### src/verilog/eth_tx_pkg.sv
package eth_tx_pkg;

  // ******************************
  // line code constants.
  // ******************************

  // seven of these lead every frame.
  localparam logic [7:0] PREAMBLE_BYTE = 8'h55;
  // start-of-frame delimiter.
  localparam logic [7:0] SFD_BYTE = 8'hD5;
  localparam int PREAMBLE_COUNT = 7;

  // crc-32 as sent on the wire with bit 0 first.
  localparam logic [31:0] CRC_INIT = 32'hFFFF_FFFF;
  localparam logic [31:0] CRC_POLY_REFLECTED = 32'hEDB8_8320;

  // ******************************
  // timing and widths.
  // ******************************

  // one clk cycle per manchester half.
  localparam int BIT_CYCLES = 2;
  localparam int TAIL_CYCLES = 4;
  localparam int LINK_PULSE_CYCLES = 2;

  localparam int LEN_W = 11;
  localparam int ADDR_W = 9;

  // ******************************
  // state machines.
  // ******************************

  typedef enum logic [2:0] {
    SER_IDLE,
    SER_PREAMBLE,
    SER_SFD,
    SER_PAYLOAD,
    SER_FCS
  } ser_state_t;

  typedef enum logic [1:0] {
    ENC_IDLE,
    ENC_DATA,
    ENC_TAIL,
    ENC_PULSE
  } enc_state_t;

endpackage

### src/verilog/tx_byte_if.sv
`timescale 1ns/1ps

// payload bytes from the loader to the serializer.
interface tx_byte_if;

  logic [7:0] byte_data;
  logic       byte_valid;
  // high with the final payload byte.
  logic       byte_last;
  // one-cycle pull of the presented byte.
  logic       take;

  modport loader (
    output byte_data,
    output byte_valid,
    output byte_last,
    input  take
  );

  modport serializer (
    input  byte_data,
    input  byte_valid,
    input  byte_last,
    output take
  );

endinterface

### src/verilog/crc_if.sv
`timescale 1ns/1ps

// control of the running crc, and its value back.
interface crc_if;

  logic        init;
  logic        bit_en;
  logic        data_bit;
  logic [31:0] crc;

  modport gen (
    input  init,
    input  bit_en,
    input  data_bit,
    output crc
  );

  modport user (
    output init,
    output bit_en,
    output data_bit,
    input  crc
  );

endinterface

### src/verilog/frame_loader.sv
`timescale 1ns/1ps

module frame_loader (
  input  logic                          CLK,
  input  logic                          RST,
  input  logic                          start,
  input  logic [eth_tx_pkg::LEN_W-1:0]  frame_len,
  input  logic [31:0]                   rd_data,
  output logic [eth_tx_pkg::ADDR_W-1:0] rd_addr,
  output logic                          rd_en,
  input  logic                          abort,
  tx_byte_if.loader                     bytes
);
  import eth_tx_pkg::*;

  logic              active;
  logic [LEN_W-1:0]  len;
  logic [LEN_W-1:0]  sent;
  logic [LEN_W:0]    len_round;
  logic [LEN_W-2:0]  words_left;
  logic [ADDR_W-1:0] addr;
  logic [31:0]       cur_word;
  logic [31:0]       next_word;
  logic              cur_ok;
  logic              next_ok;
  logic              fetch_q;
  logic [1:0]        byte_sel;
  logic              word_used;
  logic              issue;

  // words to fetch with the length rounded up.
  assign len_round = {1'b0, frame_len} + (LEN_W + 1)'(3);
  assign word_used = bytes.take && (byte_sel == 2'd3);
  // one read in flight at a time, and only into a free slot.
  assign issue = active && !rd_en && !fetch_q && (words_left != '0) && !(cur_ok && next_ok);

  assign rd_addr = addr;
  // byte 0 sits in the top bits of the word.
  assign bytes.byte_data  = cur_word[8 * (3 - byte_sel) +: 8];
  assign bytes.byte_valid = active && cur_ok;
  assign bytes.byte_last  = (sent == len - 1'b1);

  always_ff @(posedge CLK)
  begin
    if (!RST || abort)
    begin
      active     <= 1'b0;
      rd_en      <= 1'b0;
      fetch_q    <= 1'b0;
      cur_ok     <= 1'b0;
      next_ok    <= 1'b0;
      byte_sel   <= 2'd0;
      sent       <= '0;
      words_left <= '0;
      addr       <= '0;
    end
    else if (!active)
    begin
      rd_en   <= 1'b0;
      fetch_q <= 1'b0;
      if (start)
      begin
        active     <= 1'b1;
        len        <= frame_len;
        sent       <= '0;
        addr       <= '0;
        words_left <= len_round[LEN_W:2];
        rd_en      <= (frame_len != '0);
        cur_ok     <= 1'b0;
        next_ok    <= 1'b0;
        byte_sel   <= 2'd0;
      end
    end
    else
    begin
      rd_en   <= issue;
      fetch_q <= rd_en;
      if (rd_en)
      begin
        addr       <= addr + 1'b1;
        words_left <= words_left - 1'b1;
      end

      if (bytes.take)
      begin
        sent     <= sent + 1'b1;
        byte_sel <= byte_sel + 2'd1;
      end

      // move next into current when a word runs out, then land any read.
      if (word_used)
      begin
        cur_word <= next_word;
        cur_ok   <= next_ok;
        next_ok  <= 1'b0;
        if (fetch_q && next_ok)
        begin
          next_word <= rd_data;
          next_ok   <= 1'b1;
        end
        else if (fetch_q)
        begin
          cur_word <= rd_data;
          cur_ok   <= 1'b1;
        end
      end
      else if (fetch_q && !cur_ok)
      begin
        cur_word <= rd_data;
        cur_ok   <= 1'b1;
      end
      else if (fetch_q)
      begin
        next_word <= rd_data;
        next_ok   <= 1'b1;
      end

      if (bytes.take && bytes.byte_last)
      begin
        active <= 1'b0;
        rd_en  <= 1'b0;
      end
    end
  end

  a_no_read_idle : assert property (@(posedge CLK) disable iff (!RST) rd_en |-> active);
  a_take_valid : assert property (@(posedge CLK) disable iff (!RST)
    bytes.take |-> bytes.byte_valid);

endmodule

### src/verilog/crc32_serial.sv
`timescale 1ns/1ps

module crc32_serial (
  input  logic CLK,
  input  logic RST,
  crc_if.gen   crc
);
  import eth_tx_pkg::*;

  logic [31:0] crc_q;
  logic        feedback;

  // low bit against the incoming bit decides the polynomial xor.
  assign feedback = crc_q[0] ^ crc.data_bit;
  assign crc.crc  = crc_q;

  always_ff @(posedge CLK)
  begin
    if (!RST)
    begin
      crc_q <= CRC_INIT;
    end
    else if (crc.init)
    begin
      crc_q <= CRC_INIT;
    end
    else if (crc.bit_en)
    begin
      if (feedback)
      begin
        crc_q <= (crc_q >> 1) ^ CRC_POLY_REFLECTED;
      end
      else
      begin
        crc_q <= crc_q >> 1;
      end
    end
  end

  // a frame never starts while a payload bit is being folded in.
  a_init_step : assert property (@(posedge CLK) disable iff (!RST)
    !(crc.init && crc.bit_en));

endmodule

### src/verilog/frame_serializer.sv
`timescale 1ns/1ps

module frame_serializer (
  input  logic          CLK,
  input  logic          RST,
  input  logic          start,
  input  logic          abort,
  tx_byte_if.serializer bytes,
  crc_if.user           crc,
  output logic          bit_valid,
  output logic          bit_data,
  output logic          frame_end
);
  import eth_tx_pkg::*;

  ser_state_t                    state;
  logic [$clog2(BIT_CYCLES)-1:0] phase;
  logic [31:0]                   shreg;
  logic [5:0]                    bit_cnt;
  logic [2:0]                    pre_cnt;
  logic                          last_byte;
  logic                          fcs_load;
  logic                          draining;
  logic                          bit_slot;
  logic                          unit_done;

  // one bit per period, none while waiting out the encoder tail.
  assign bit_slot  = (state != SER_IDLE) && (phase == '0) && !draining;
  assign unit_done = bit_slot && (bit_cnt == 6'd1);

  assign bit_valid = bit_slot;
  assign bit_data  = shreg[0];
  assign frame_end = unit_done && (state == SER_FCS);

  assign bytes.take   = unit_done && ((state == SER_SFD) ||
                                      (state == SER_PAYLOAD && !last_byte));
  assign crc.init     = (state == SER_IDLE) && start;
  assign crc.bit_en   = bit_slot && (state == SER_PAYLOAD);
  assign crc.data_bit = shreg[0];

  always_ff @(posedge CLK)
  begin
    if (!RST || abort)
    begin
      state     <= SER_IDLE;
      phase     <= '0;
      bit_cnt   <= '0;
      pre_cnt   <= '0;
      last_byte <= 1'b0;
      fcs_load  <= 1'b0;
      draining  <= 1'b0;
    end
    else
    begin
      if (state != SER_IDLE)
      begin
        phase <= (phase == BIT_CYCLES - 1) ? '0 : phase + 1'b1;
      end
      // plain shift; the unit boundaries below override it.
      if (bit_slot)
      begin
        shreg   <= shreg >> 1;
        bit_cnt <= bit_cnt - 6'd1;
      end

      case (state)
        SER_IDLE:
        begin
          if (start)
          begin
            state     <= SER_PREAMBLE;
            shreg     <= {24'd0, PREAMBLE_BYTE};
            bit_cnt   <= 6'd8;
            pre_cnt   <= '0;
            phase     <= '0;
            last_byte <= 1'b0;
            draining  <= 1'b0;
          end
        end
        SER_PREAMBLE:
        begin
          if (unit_done)
          begin
            bit_cnt <= 6'd8;
            if (pre_cnt == PREAMBLE_COUNT - 1)
            begin
              state <= SER_SFD;
              shreg <= {24'd0, SFD_BYTE};
            end
            else
            begin
              pre_cnt <= pre_cnt + 3'd1;
              shreg   <= {24'd0, PREAMBLE_BYTE};
            end
          end
        end
        SER_SFD:
        begin
          if (unit_done)
          begin
            state     <= SER_PAYLOAD;
            shreg     <= {24'd0, bytes.byte_data};
            last_byte <= bytes.byte_last;
            bit_cnt   <= 6'd8;
          end
        end
        SER_PAYLOAD:
        begin
          if (unit_done && last_byte)
          begin
            // crc still takes this last bit; fetch it next cycle.
            state    <= SER_FCS;
            bit_cnt  <= 6'd32;
            fcs_load <= 1'b1;
          end
          else if (unit_done)
          begin
            shreg     <= {24'd0, bytes.byte_data};
            last_byte <= bytes.byte_last;
            bit_cnt   <= 6'd8;
          end
        end
        SER_FCS:
        begin
          if (fcs_load)
          begin
            shreg    <= ~crc.crc;
            fcs_load <= 1'b0;
          end
          else if (unit_done)
          begin
            // hold until the encoder has sent its tail.
            draining <= 1'b1;
            bit_cnt  <= 6'(BIT_CYCLES + TAIL_CYCLES - 1);
          end
          else if (draining && bit_cnt == '0)
          begin
            state    <= SER_IDLE;
            draining <= 1'b0;
          end
          else if (draining)
          begin
            bit_cnt <= bit_cnt - 6'd1;
          end
        end
        default:
        begin
          state <= SER_IDLE;
        end
      endcase
    end
  end

  a_idle_quiet : assert property (@(posedge CLK) disable iff (!RST)
    (state == SER_IDLE) |-> !bit_valid);

endmodule

### src/verilog/manchester_encoder.sv
`timescale 1ns/1ps

module manchester_encoder (
  input  logic CLK,
  input  logic RST,
  input  logic bit_valid,
  input  logic bit_data,
  input  logic frame_end,
  input  logic abort,
  input  logic link_pulse,
  output logic tx_wire,
  output logic tx_en,
  output logic done
);
  import eth_tx_pkg::*;

  enc_state_t                                         state;
  logic                                               half;
  logic                                               cur_bit;
  logic                                               last_bit;
  logic                                               abort_q;
  logic [$clog2(TAIL_CYCLES + LINK_PULSE_CYCLES)-1:0] cnt;

  always_ff @(posedge CLK)
  begin
    if (!RST)
    begin
      state    <= ENC_IDLE;
      tx_wire  <= 1'b0;
      tx_en    <= 1'b0;
      done     <= 1'b0;
      half     <= 1'b0;
      last_bit <= 1'b0;
      abort_q  <= 1'b0;
      cnt      <= '0;
    end
    else
    begin
      done    <= abort_q;
      abort_q <= 1'b0;
      if (abort)
      begin
        // line drops at once, done follows a cycle after.
        state   <= ENC_IDLE;
        tx_wire <= 1'b0;
        tx_en   <= 1'b0;
        half    <= 1'b0;
        abort_q <= 1'b1;
      end
      else
      begin
        case (state)
          ENC_IDLE:
          begin
            if (bit_valid)
            begin
              state    <= ENC_DATA;
              tx_en    <= 1'b1;
              tx_wire  <= ~bit_data;
              cur_bit  <= bit_data;
              last_bit <= frame_end;
              half     <= 1'b1;
            end
            else if (link_pulse)
            begin
              state   <= ENC_PULSE;
              tx_wire <= 1'b1;
              cnt     <= '0;
            end
          end
          ENC_DATA:
          begin
            if (half)
            begin
              // second half carries the bit itself.
              tx_wire <= cur_bit;
              half    <= 1'b0;
            end
            else if (last_bit || !bit_valid)
            begin
              state   <= ENC_TAIL;
              tx_en   <= 1'b0;
              tx_wire <= 1'b1;
              cnt     <= '0;
            end
            else
            begin
              tx_wire  <= ~bit_data;
              cur_bit  <= bit_data;
              last_bit <= frame_end;
              half     <= 1'b1;
            end
          end
          ENC_TAIL:
          begin
            if (cnt == TAIL_CYCLES - 1)
            begin
              state   <= ENC_IDLE;
              tx_wire <= 1'b0;
              done    <= 1'b1;
            end
            else
            begin
              cnt <= cnt + 1'b1;
            end
          end
          ENC_PULSE:
          begin
            if (cnt == LINK_PULSE_CYCLES - 1)
            begin
              state   <= ENC_IDLE;
              tx_wire <= 1'b0;
              done    <= 1'b1;
            end
            else
            begin
              cnt <= cnt + 1'b1;
            end
          end
          default:
          begin
            state <= ENC_IDLE;
          end
        endcase
      end
    end
  end

  a_idle_low : assert property (@(posedge CLK) disable iff (!RST)
    (state == ENC_IDLE) |-> !tx_wire);

endmodule

### src/verilog/eth_tx_top.sv
`timescale 1ns/1ps

module eth_tx_top (
  input  logic                          CLK,
  input  logic                          RST,
  input  logic                          start,
  input  logic [eth_tx_pkg::LEN_W-1:0]  frame_len,
  input  logic [31:0]                   rd_data,
  output logic [eth_tx_pkg::ADDR_W-1:0] rd_addr,
  output logic                          rd_en,
  input  logic                          abort,
  input  logic                          link_pulse,
  output logic                          tx_wire,
  output logic                          tx_en,
  output logic                          done
);

  logic bit_valid;
  logic bit_data;
  logic frame_end;

  tx_byte_if byte_bus ();
  crc_if     crc_bus ();

  // the loader starts on the crc init pulse, so both begin only on an accepted start.
  frame_loader i_frame_loader (
    .CLK       (CLK),
    .RST       (RST),
    .start     (crc_bus.init),
    .frame_len (frame_len),
    .rd_data   (rd_data),
    .rd_addr   (rd_addr),
    .rd_en     (rd_en),
    .abort     (abort),
    .bytes     (byte_bus.loader)
  );

  crc32_serial i_crc32_serial (
    .CLK (CLK),
    .RST (RST),
    .crc (crc_bus.gen)
  );

  frame_serializer i_frame_serializer (
    .CLK       (CLK),
    .RST       (RST),
    .start     (start),
    .abort     (abort),
    .bytes     (byte_bus.serializer),
    .crc       (crc_bus.user),
    .bit_valid (bit_valid),
    .bit_data  (bit_data),
    .frame_end (frame_end)
  );

  manchester_encoder i_manchester_encoder (
    .CLK        (CLK),
    .RST        (RST),
    .bit_valid  (bit_valid),
    .bit_data   (bit_data),
    .frame_end  (frame_end),
    .abort      (abort),
    .link_pulse (link_pulse),
    .tx_wire    (tx_wire),
    .tx_en      (tx_en),
    .done       (done)
  );

endmodule

### config.mk
export PLATFORM = sky130hd
export DESIGN_NAME = eth_tx_top
export DESIGN_NICKNAME = d
export VERILOG_FILES = /design/src/verilog/eth_tx_pkg.sv /design/src/verilog/tx_byte_if.sv /design/src/verilog/crc_if.sv /design/src/verilog/frame_loader.sv /design/src/verilog/crc32_serial.sv /design/src/verilog/frame_serializer.sv /design/src/verilog/manchester_encoder.sv /design/src/verilog/eth_tx_top.sv
export SDC_FILE = /design/constraint.sdc
export NUM_CORES = 1
export LEC_CHECK = 0
export BUFFER_PORTS_ARGS = -buffer_cell sky130_fd_sc_hd__buf_2
export CORE_ASPECT_RATIO = 1.75
export CORE_MARGIN = 1.5
export CORE_UTILIZATION = 66
export DETAILED_ROUTE_END_ITERATION = 8
export PLACE_DENSITY = 0.85
export SKIP_LAST_GASP = 1
export SYNTH_ARGS = -nofsm -noshare
export SYNTH_HDL_FRONTEND = slang
export SYNTH_SLANG_ARGS = --single-unit
### constraint.sdc
create_clock -name CLK -period 6.5 [get_ports CLK]
set_input_delay 0.325 -clock CLK [delete_from_list [all_inputs] [get_ports CLK]]
set_output_delay 0.325 -clock CLK [all_outputs]
set_load 0.05 [all_outputs]
Yosys cells after proc, flatten, opt, wreduce, memory -nomap -nowiden
Index checks and enable logic that the tools add are counted.

Flip-flop bits (word level): 204. Input bits: 48. Word-level logic and storage cells: 279.

Reductions and logical operators: 66. Multiplexer cells: 121. Add/sub/neg operators: 11. Equality and inequality tests: 41. Bitwise logic cells: 9. Shifts and indexed selects: 1.

Operators by type and width (number): two-way mux 32 bit (14); one-hot mux 32 bit (5 select lines) (1); two-way mux 3 bit (17); two-way mux 1 bit (48); two-way mux 6 bit (8); two-way mux 11 bit (3); indexed part select 32 x 33 -> 8 bit (1); inverter 32 bit (1); two-way mux 10 bit (3); inequality test 2 bit (second input constant) (15); two-way mux 9 bit (3); one-hot mux 6 bit (4 select lines) (1); logical AND 1 bit (19); two-way mux 2 bit (9); inequality test 2 x 1 -> 1 bit (second input constant) (9); AND reduction 4 bit (4); one-hot mux 3 bit (5 select lines) (1); inverter 13 -> 14 bit (1); one-hot mux 1 bit (2 select lines) (7); adder 11 x 2 -> 12 bit (second input constant) (1); one-hot mux 3 bit (4 select lines) (1); AND reduction 2 bit (6); AND reduction 3 bit (4); nonzero test 2 bit (6); 38 further kinds (66).

Logic depth before layout (Yosys ltp)
Depth in word-level cells: 9. Mapped depth: 12. Gate-level depth less buffers: 9.

By module
A second synthesis with hierarchy kept.

Cells, all modules: 1114. Area total of the unflattened synthesis: 11220.8 µm².

By module, submodules not included: frame_loader (cells each 470, instances 1, area each 5594.1 µm²); frame_serializer (cells each 438, instances 1, area each 3430.8 µm²); crc32_serial (cells each 125, instances 1, area each 1516.5 µm²); manchester_encoder (cells each 81, instances 1, area each 679.4 µm²).

Least setup slack after synthesis
Ideal clock, no wire load.

Path kind: register to register. From: reg i_frame_serializer.state[2]. To: reg i_frame_loader.next_word[0], enable pin. Stages on the path, launching flop included: 10. Path buffers: 1. Period minus slack after synthesis: 3.981 ns. Setup slack: 2.519 ns. Required time: 6.068 ns. Arrival: 3.549 ns. Cell sequence: dfxtp_1 -> clkbuf_1 -> nor3_1 -> inv_1 -> ha_1 -> and3b_1 -> nor4b_4 -> and2_2 -> nand3_1 -> a21oi_1.

Longest elaborated chain between the ends: 8. Elaborated cells between the ends (all ways): 13.

RTL lines: start, declared (RTL line frame_serializer.sv:16) `ser_state_t state;`; start signal, assigned (RTL line frame_serializer.sv:45) `state <= SER_IDLE;`; start signal, assigned (RTL line frame_serializer.sv:71) `state <= SER_PREAMBLE;`; start signal, assigned (RTL line frame_serializer.sv:87) `state <= SER_SFD;`; nonzero test 3 bit (RTL line frame_serializer.sv:28) `assign bit_slot = (state != SER_IDLE) && (phase == '0) && !draining;`; logical AND 1 bit (2 in a row) (RTL line frame_serializer.sv:28); logical AND 1 bit (RTL line frame_serializer.sv:29) `assign unit_done = bit_slot && (bit_cnt == 6'd1);`; logical AND 1 bit * (RTL line frame_serializer.sv:35) `assign bytes.take = unit_done && ((state == SER_SFD) ||`; logical AND 1 bit * (RTL line frame_loader.sv:33) `assign word_used = bytes.take && (byte_sel == 2'd3);`; inequality test 2 bit (no line) or inequality test 2 x 1 -> 1 bit (tied branches); AND reduction 4 bit (no line) *; end signal, assigned (RTL line frame_loader.sv:98) `next_word <= rd_data;`; end signal, assigned (RTL line frame_loader.sv:114) `next_word <= rd_data;`; end, declared (RTL line frame_loader.sv:23) `logic [31:0] next_word;`.

Every way passes the cells marked *; elsewhere a longest branch is shown, timed or not. A chain may end at the register's enable or synchronous reset.

Worst setup path in the final report
From: reg i_frame_serializer.state[2]. To: reg i_frame_loader.next_word[18], enable pin.

Same word-level chain as after synthesis.

==> flow_summary.json <==
{
  "critPathLaunchType": "flip-flop",
  "vias": 7854,
  "placedCellCount": 1217,
  "wl_met1_mm": 8.519,
  "ant_nets": 0,
  "clockRootBuffer": "clkbuf_16",
  "avgViaCountPerCell": 6.288,
  "hold_ws_ns": 0.04609,
  "setup_ws_ns": 2.703,
  "slowest_delay_ns": 0.84,
  "critPathArrivalTime_ns": 3.90,
  "wl_mm": 22.74,
  "grt_overflow": 0,
  "coreArea_um2": 15460,
  "regToRegSetupSlack_ns": 2.70,
  "critical_path_class": "flip-flop to flip-flop",
  "fin_nets": 1114,
  "dr_wl_met3_um": 829,
  "num_rows": 60,
  "ios": 61,
  "layoutNonFillerInstCount": 1249,
  "synth_flop_cell": "edfxtp_1",
  "worstPathMaxFanout": 32,
  "synth_edf_count": 108,
  "cts_resized": 0,
  "cts_max_level": 1,
  "hp-start": "frame_len[6]",
  "path_cells": "nor3_1 > inv_1 > ha_1 > and3b_1 > nor4b_4 > and2_2 > nand3_1 > a21oi_4",
  "holdPathStages": 1,
  "drtPass1Iterations": 5,
  "post_cts_buffers": 0,
  "maxCapViolCount": 0,
  "start_util_pct": 67.90,
  "min_period_ns": 3.797,
  "synth_area_um2": 10500,
  "syn_avg_cell_area_um2": 10.36,
  "cts.clk_slew.worst_paths_ns": 0.07,
  "maxSlewViolCount": 0,
  "cts_tree": "yes",
  "clock_sinks": 204,
  "power.leakage_nw": 4.481,
  "cp.required_ns": 6.60,
  "synthCells": 1014,
  "met2WireLength_mm": 12.52,
  "fin_tns_setup_ns": 0,
  "hold_end": "i_frame_loader.len[6]$_DFFE_PP_",
  "io_buffer_count": 60,
  "path_buf_inv": 1,
  "cts_buffers": 19,
  "worst_pin_slew_ns": 1.034,
  "gp_congestion": 0.9436,
  "postLayoutCoreUtil_pct": 74.20,
  "wire_per_inst_um": 18.20,
  "top_layer_used": "met4",
  "antenna_found_initial": 0,
  "drc": 0,
  "cp_top_family": "simple AND/OR/NAND/NOR gates",
  "syn_to_final_growth_pct": 9.270,
  "hp-class": "input port to flip-flop",
  "reg2regPathDepth": 8,
  "hold_buffers": 0,
  "grt_pass1_vias": 7855,
  "r2r-end": "i_frame_loader.next_word[18]$_DFFE_PP_",
  "power_density_nw_per_um2": 234.3,
  "fmax_mhz": 263.4,
  "period_share_pct": 58.41,
  "dieArea_um2": 16710,
  "yosysUniqueCellTypes": 69,
  "ys_warn_count": 0,
  "drt-initial-drc-count": 381,
  "fin_worst_skew_ns": 0.01156,
  "layout-drive-gt1-share_pct": 17.97,
  "grt_first_pass_wirelength_mm": 37.11,
  "antenna_cells": 0,
  "grt_usage_pct": 27.10,
  "hold_viol": 0,
  "ir_worst_vdd_mv": 0.2657,
  "setup_viol": 0,
  "clk_path_buf_depth": 3,
  "die_w_um": 98.35,
  "crit_path_end_kind": "flip-flop",
  "rsz0062_at_grt": "no",
  "ys_seq_area_share_pct": 49.18,
  "cpMaxStageDelayCell": "a21oi_4",
  "syn_nets": 1076,
  "slew_headroom_pct": 30.89,
  "die_h_um": 169.9,
  "synth_seq_cells": 204,
  "insertion_delay_ns": 0.48,
  "outcome": "finished clean",
  "async_flop_share_pct": 0,
  "dp_hpwl_mm": 15.49,
  "dp_slack_ns": 2.748,
  "grt_start_max_net_pins": 49,
  "r2r_start": "i_frame_serializer.state[2]$_SDFFE_PN0P_"
}
per-stage QoR:
step	power (W)	area, um^2
after CTS	0.002705	11470
after global placement	0.001661	10900
after floorplan	0.001598	10500
after global routing	0.002779	11470
final	0.002688	11470
after detailed placement	0.001668	10900
cells in the mapped netlist (all sizes together), types with 12 or more instances:
cell type / n / area, um^2
nand2: 116 / 435.4
ha: 14 / 175.2
o21ai: 45 / 229.0
nand3b: 14 / 105.1
xor2: 13 / 113.9
mux2: 66 / 855.8
o211ai: 21 / 157.7
dfxtp: 96 / 1922
inv: 30 / 112.6
o22ai: 29 / 181.4
nor3: 16 / 80.08
nor2: 87 / 329.1
mux2i: 37 / 370.4
clkbuf: 42 / 157.7
edfxtp: 108 / 3243
a31oi: 12 / 75.07
buf: 15 / 110.1
xnor2: 34 / 297.8
nand3: 43 / 215.2
a21oi: 48 / 244.0
nand2b: 12 / 75.07
worst max path at each step:
stage	startpoint	endpoint	depth (start not counted)
6_report	i_frame_serializer.state[2]$_SDFFE_PN0P_	i_frame_loader.next_word[18]$_DFFE_PP_	8
5_1_grt	i_frame_serializer.state[2]$_SDFFE_PN0P_	i_frame_loader.next_word[18]$_DFFE_PP_	8
4_1_cts	i_frame_serializer.state[2]$_SDFFE_PN0P_	i_frame_loader.next_word[16]$_DFFE_PP_	8
3_5_place_dp	i_frame_serializer.state[2]$_SDFFE_PN0P_	i_frame_loader.next_word[29]$_DFFE_PP_	8
3_3_place_gp	i_frame_serializer.state[2]$_SDFFE_PN0P_	i_frame_loader.next_word[10]$_DFFE_PP_	8
2_1_floorplan	i_frame_serializer.state[2]$_SDFFE_PN0P_	i_frame_loader.next_word[0]$_DFFE_PP_	9
cell usage in the layout, fill, tap and decap left out, types with 12 or more instances in the layout:
master / Yosys / routed
nand2_1: 116 / 116
o21ai_0: 43 / 43
nor2_1: 86 / 86
buf_4: 0 / 14
o22ai_1: 29 / 29
inv_1: 30 / 30
mux2_2: 35 / 35
o211ai_1: 21 / 21
mux2_4: 30 / 30
xor2_1: 13 / 13
a31oi_1: 12 / 12
buf_2: 7 / 60
nand3_1: 43 / 43
xnor2_1: 34 / 34
nor3_1: 16 / 16
ha_1: 14 / 14
a21oi_1: 47 / 46
clkbuf_16: 0 / 19
dfxtp_1: 96 / 96
mux2i_1: 37 / 37
nand3b_1: 14 / 14
edfxtp_1: 108 / 108
where the power goes:
| group | internal (W) | switching (W) | total (W) |
|---|---|---|---|
| logic | 0.0000987 | 0.000140 | 0.000239 |
| clock network | 0.000596 | 0.000449 | 0.00104 |
| registers | 0.00138 | 0.0000225 | 0.00140 |
sequential cells by signal (all words and copies together), names as in the netlist, 2 cells and up:
signal / cells
i_frame_loader.len: 11
i_frame_serializer.pre_cnt: 3
i_frame_loader.sent: 11
i_frame_serializer.state: 3
i_frame_loader.words_left: 10
i_frame_loader.cur_word: 32
i_frame_serializer.shreg: 32
i_frame_loader.rd_addr: 9
i_frame_loader.byte_sel: 2
i_manchester_encoder.state: 2
i_frame_serializer.bit_cnt: 6
i_crc32_serial.crc.crc: 32
i_manchester_encoder.cnt: 3
i_frame_loader.next_word: 32
layout make-up:
type | count | area [um^2]
timing repair buffer | 74 | 405.4
sequential | 204 | 5165
inverter | 31 | 116.4
tap | 186 | 232.7
multi-input combinational | 722 | 4979
fill | 1055 | 3990
clock buffer | 30 | 566.8
clock inverter | 2 | 10.01
routing by layer:
metal	track usage (%)	vias to the layer above
met2	51.52	211
li1	-	3785
met5	0	-
met1	29.51	3795
met4	12.80	0
met3	3.039	63
kinds of logic (layout without fill, tap and decap cells):
group / after synthesis / count (layout) / synth area share, %
xor+xnor: 47 / 47 / 3.920
fa+ha+maj: 14 / 14 / 1.668
mux: 111 / 111 / 13.39
buf+inv: 88 / 137 / 3.658
compound gates: 205 / 205 / 12.53
flops: 204 / 204 / 49.18
simple gates: 345 / 345 / 15.64
Note: power is estimated with default switching activity, not from simulation.
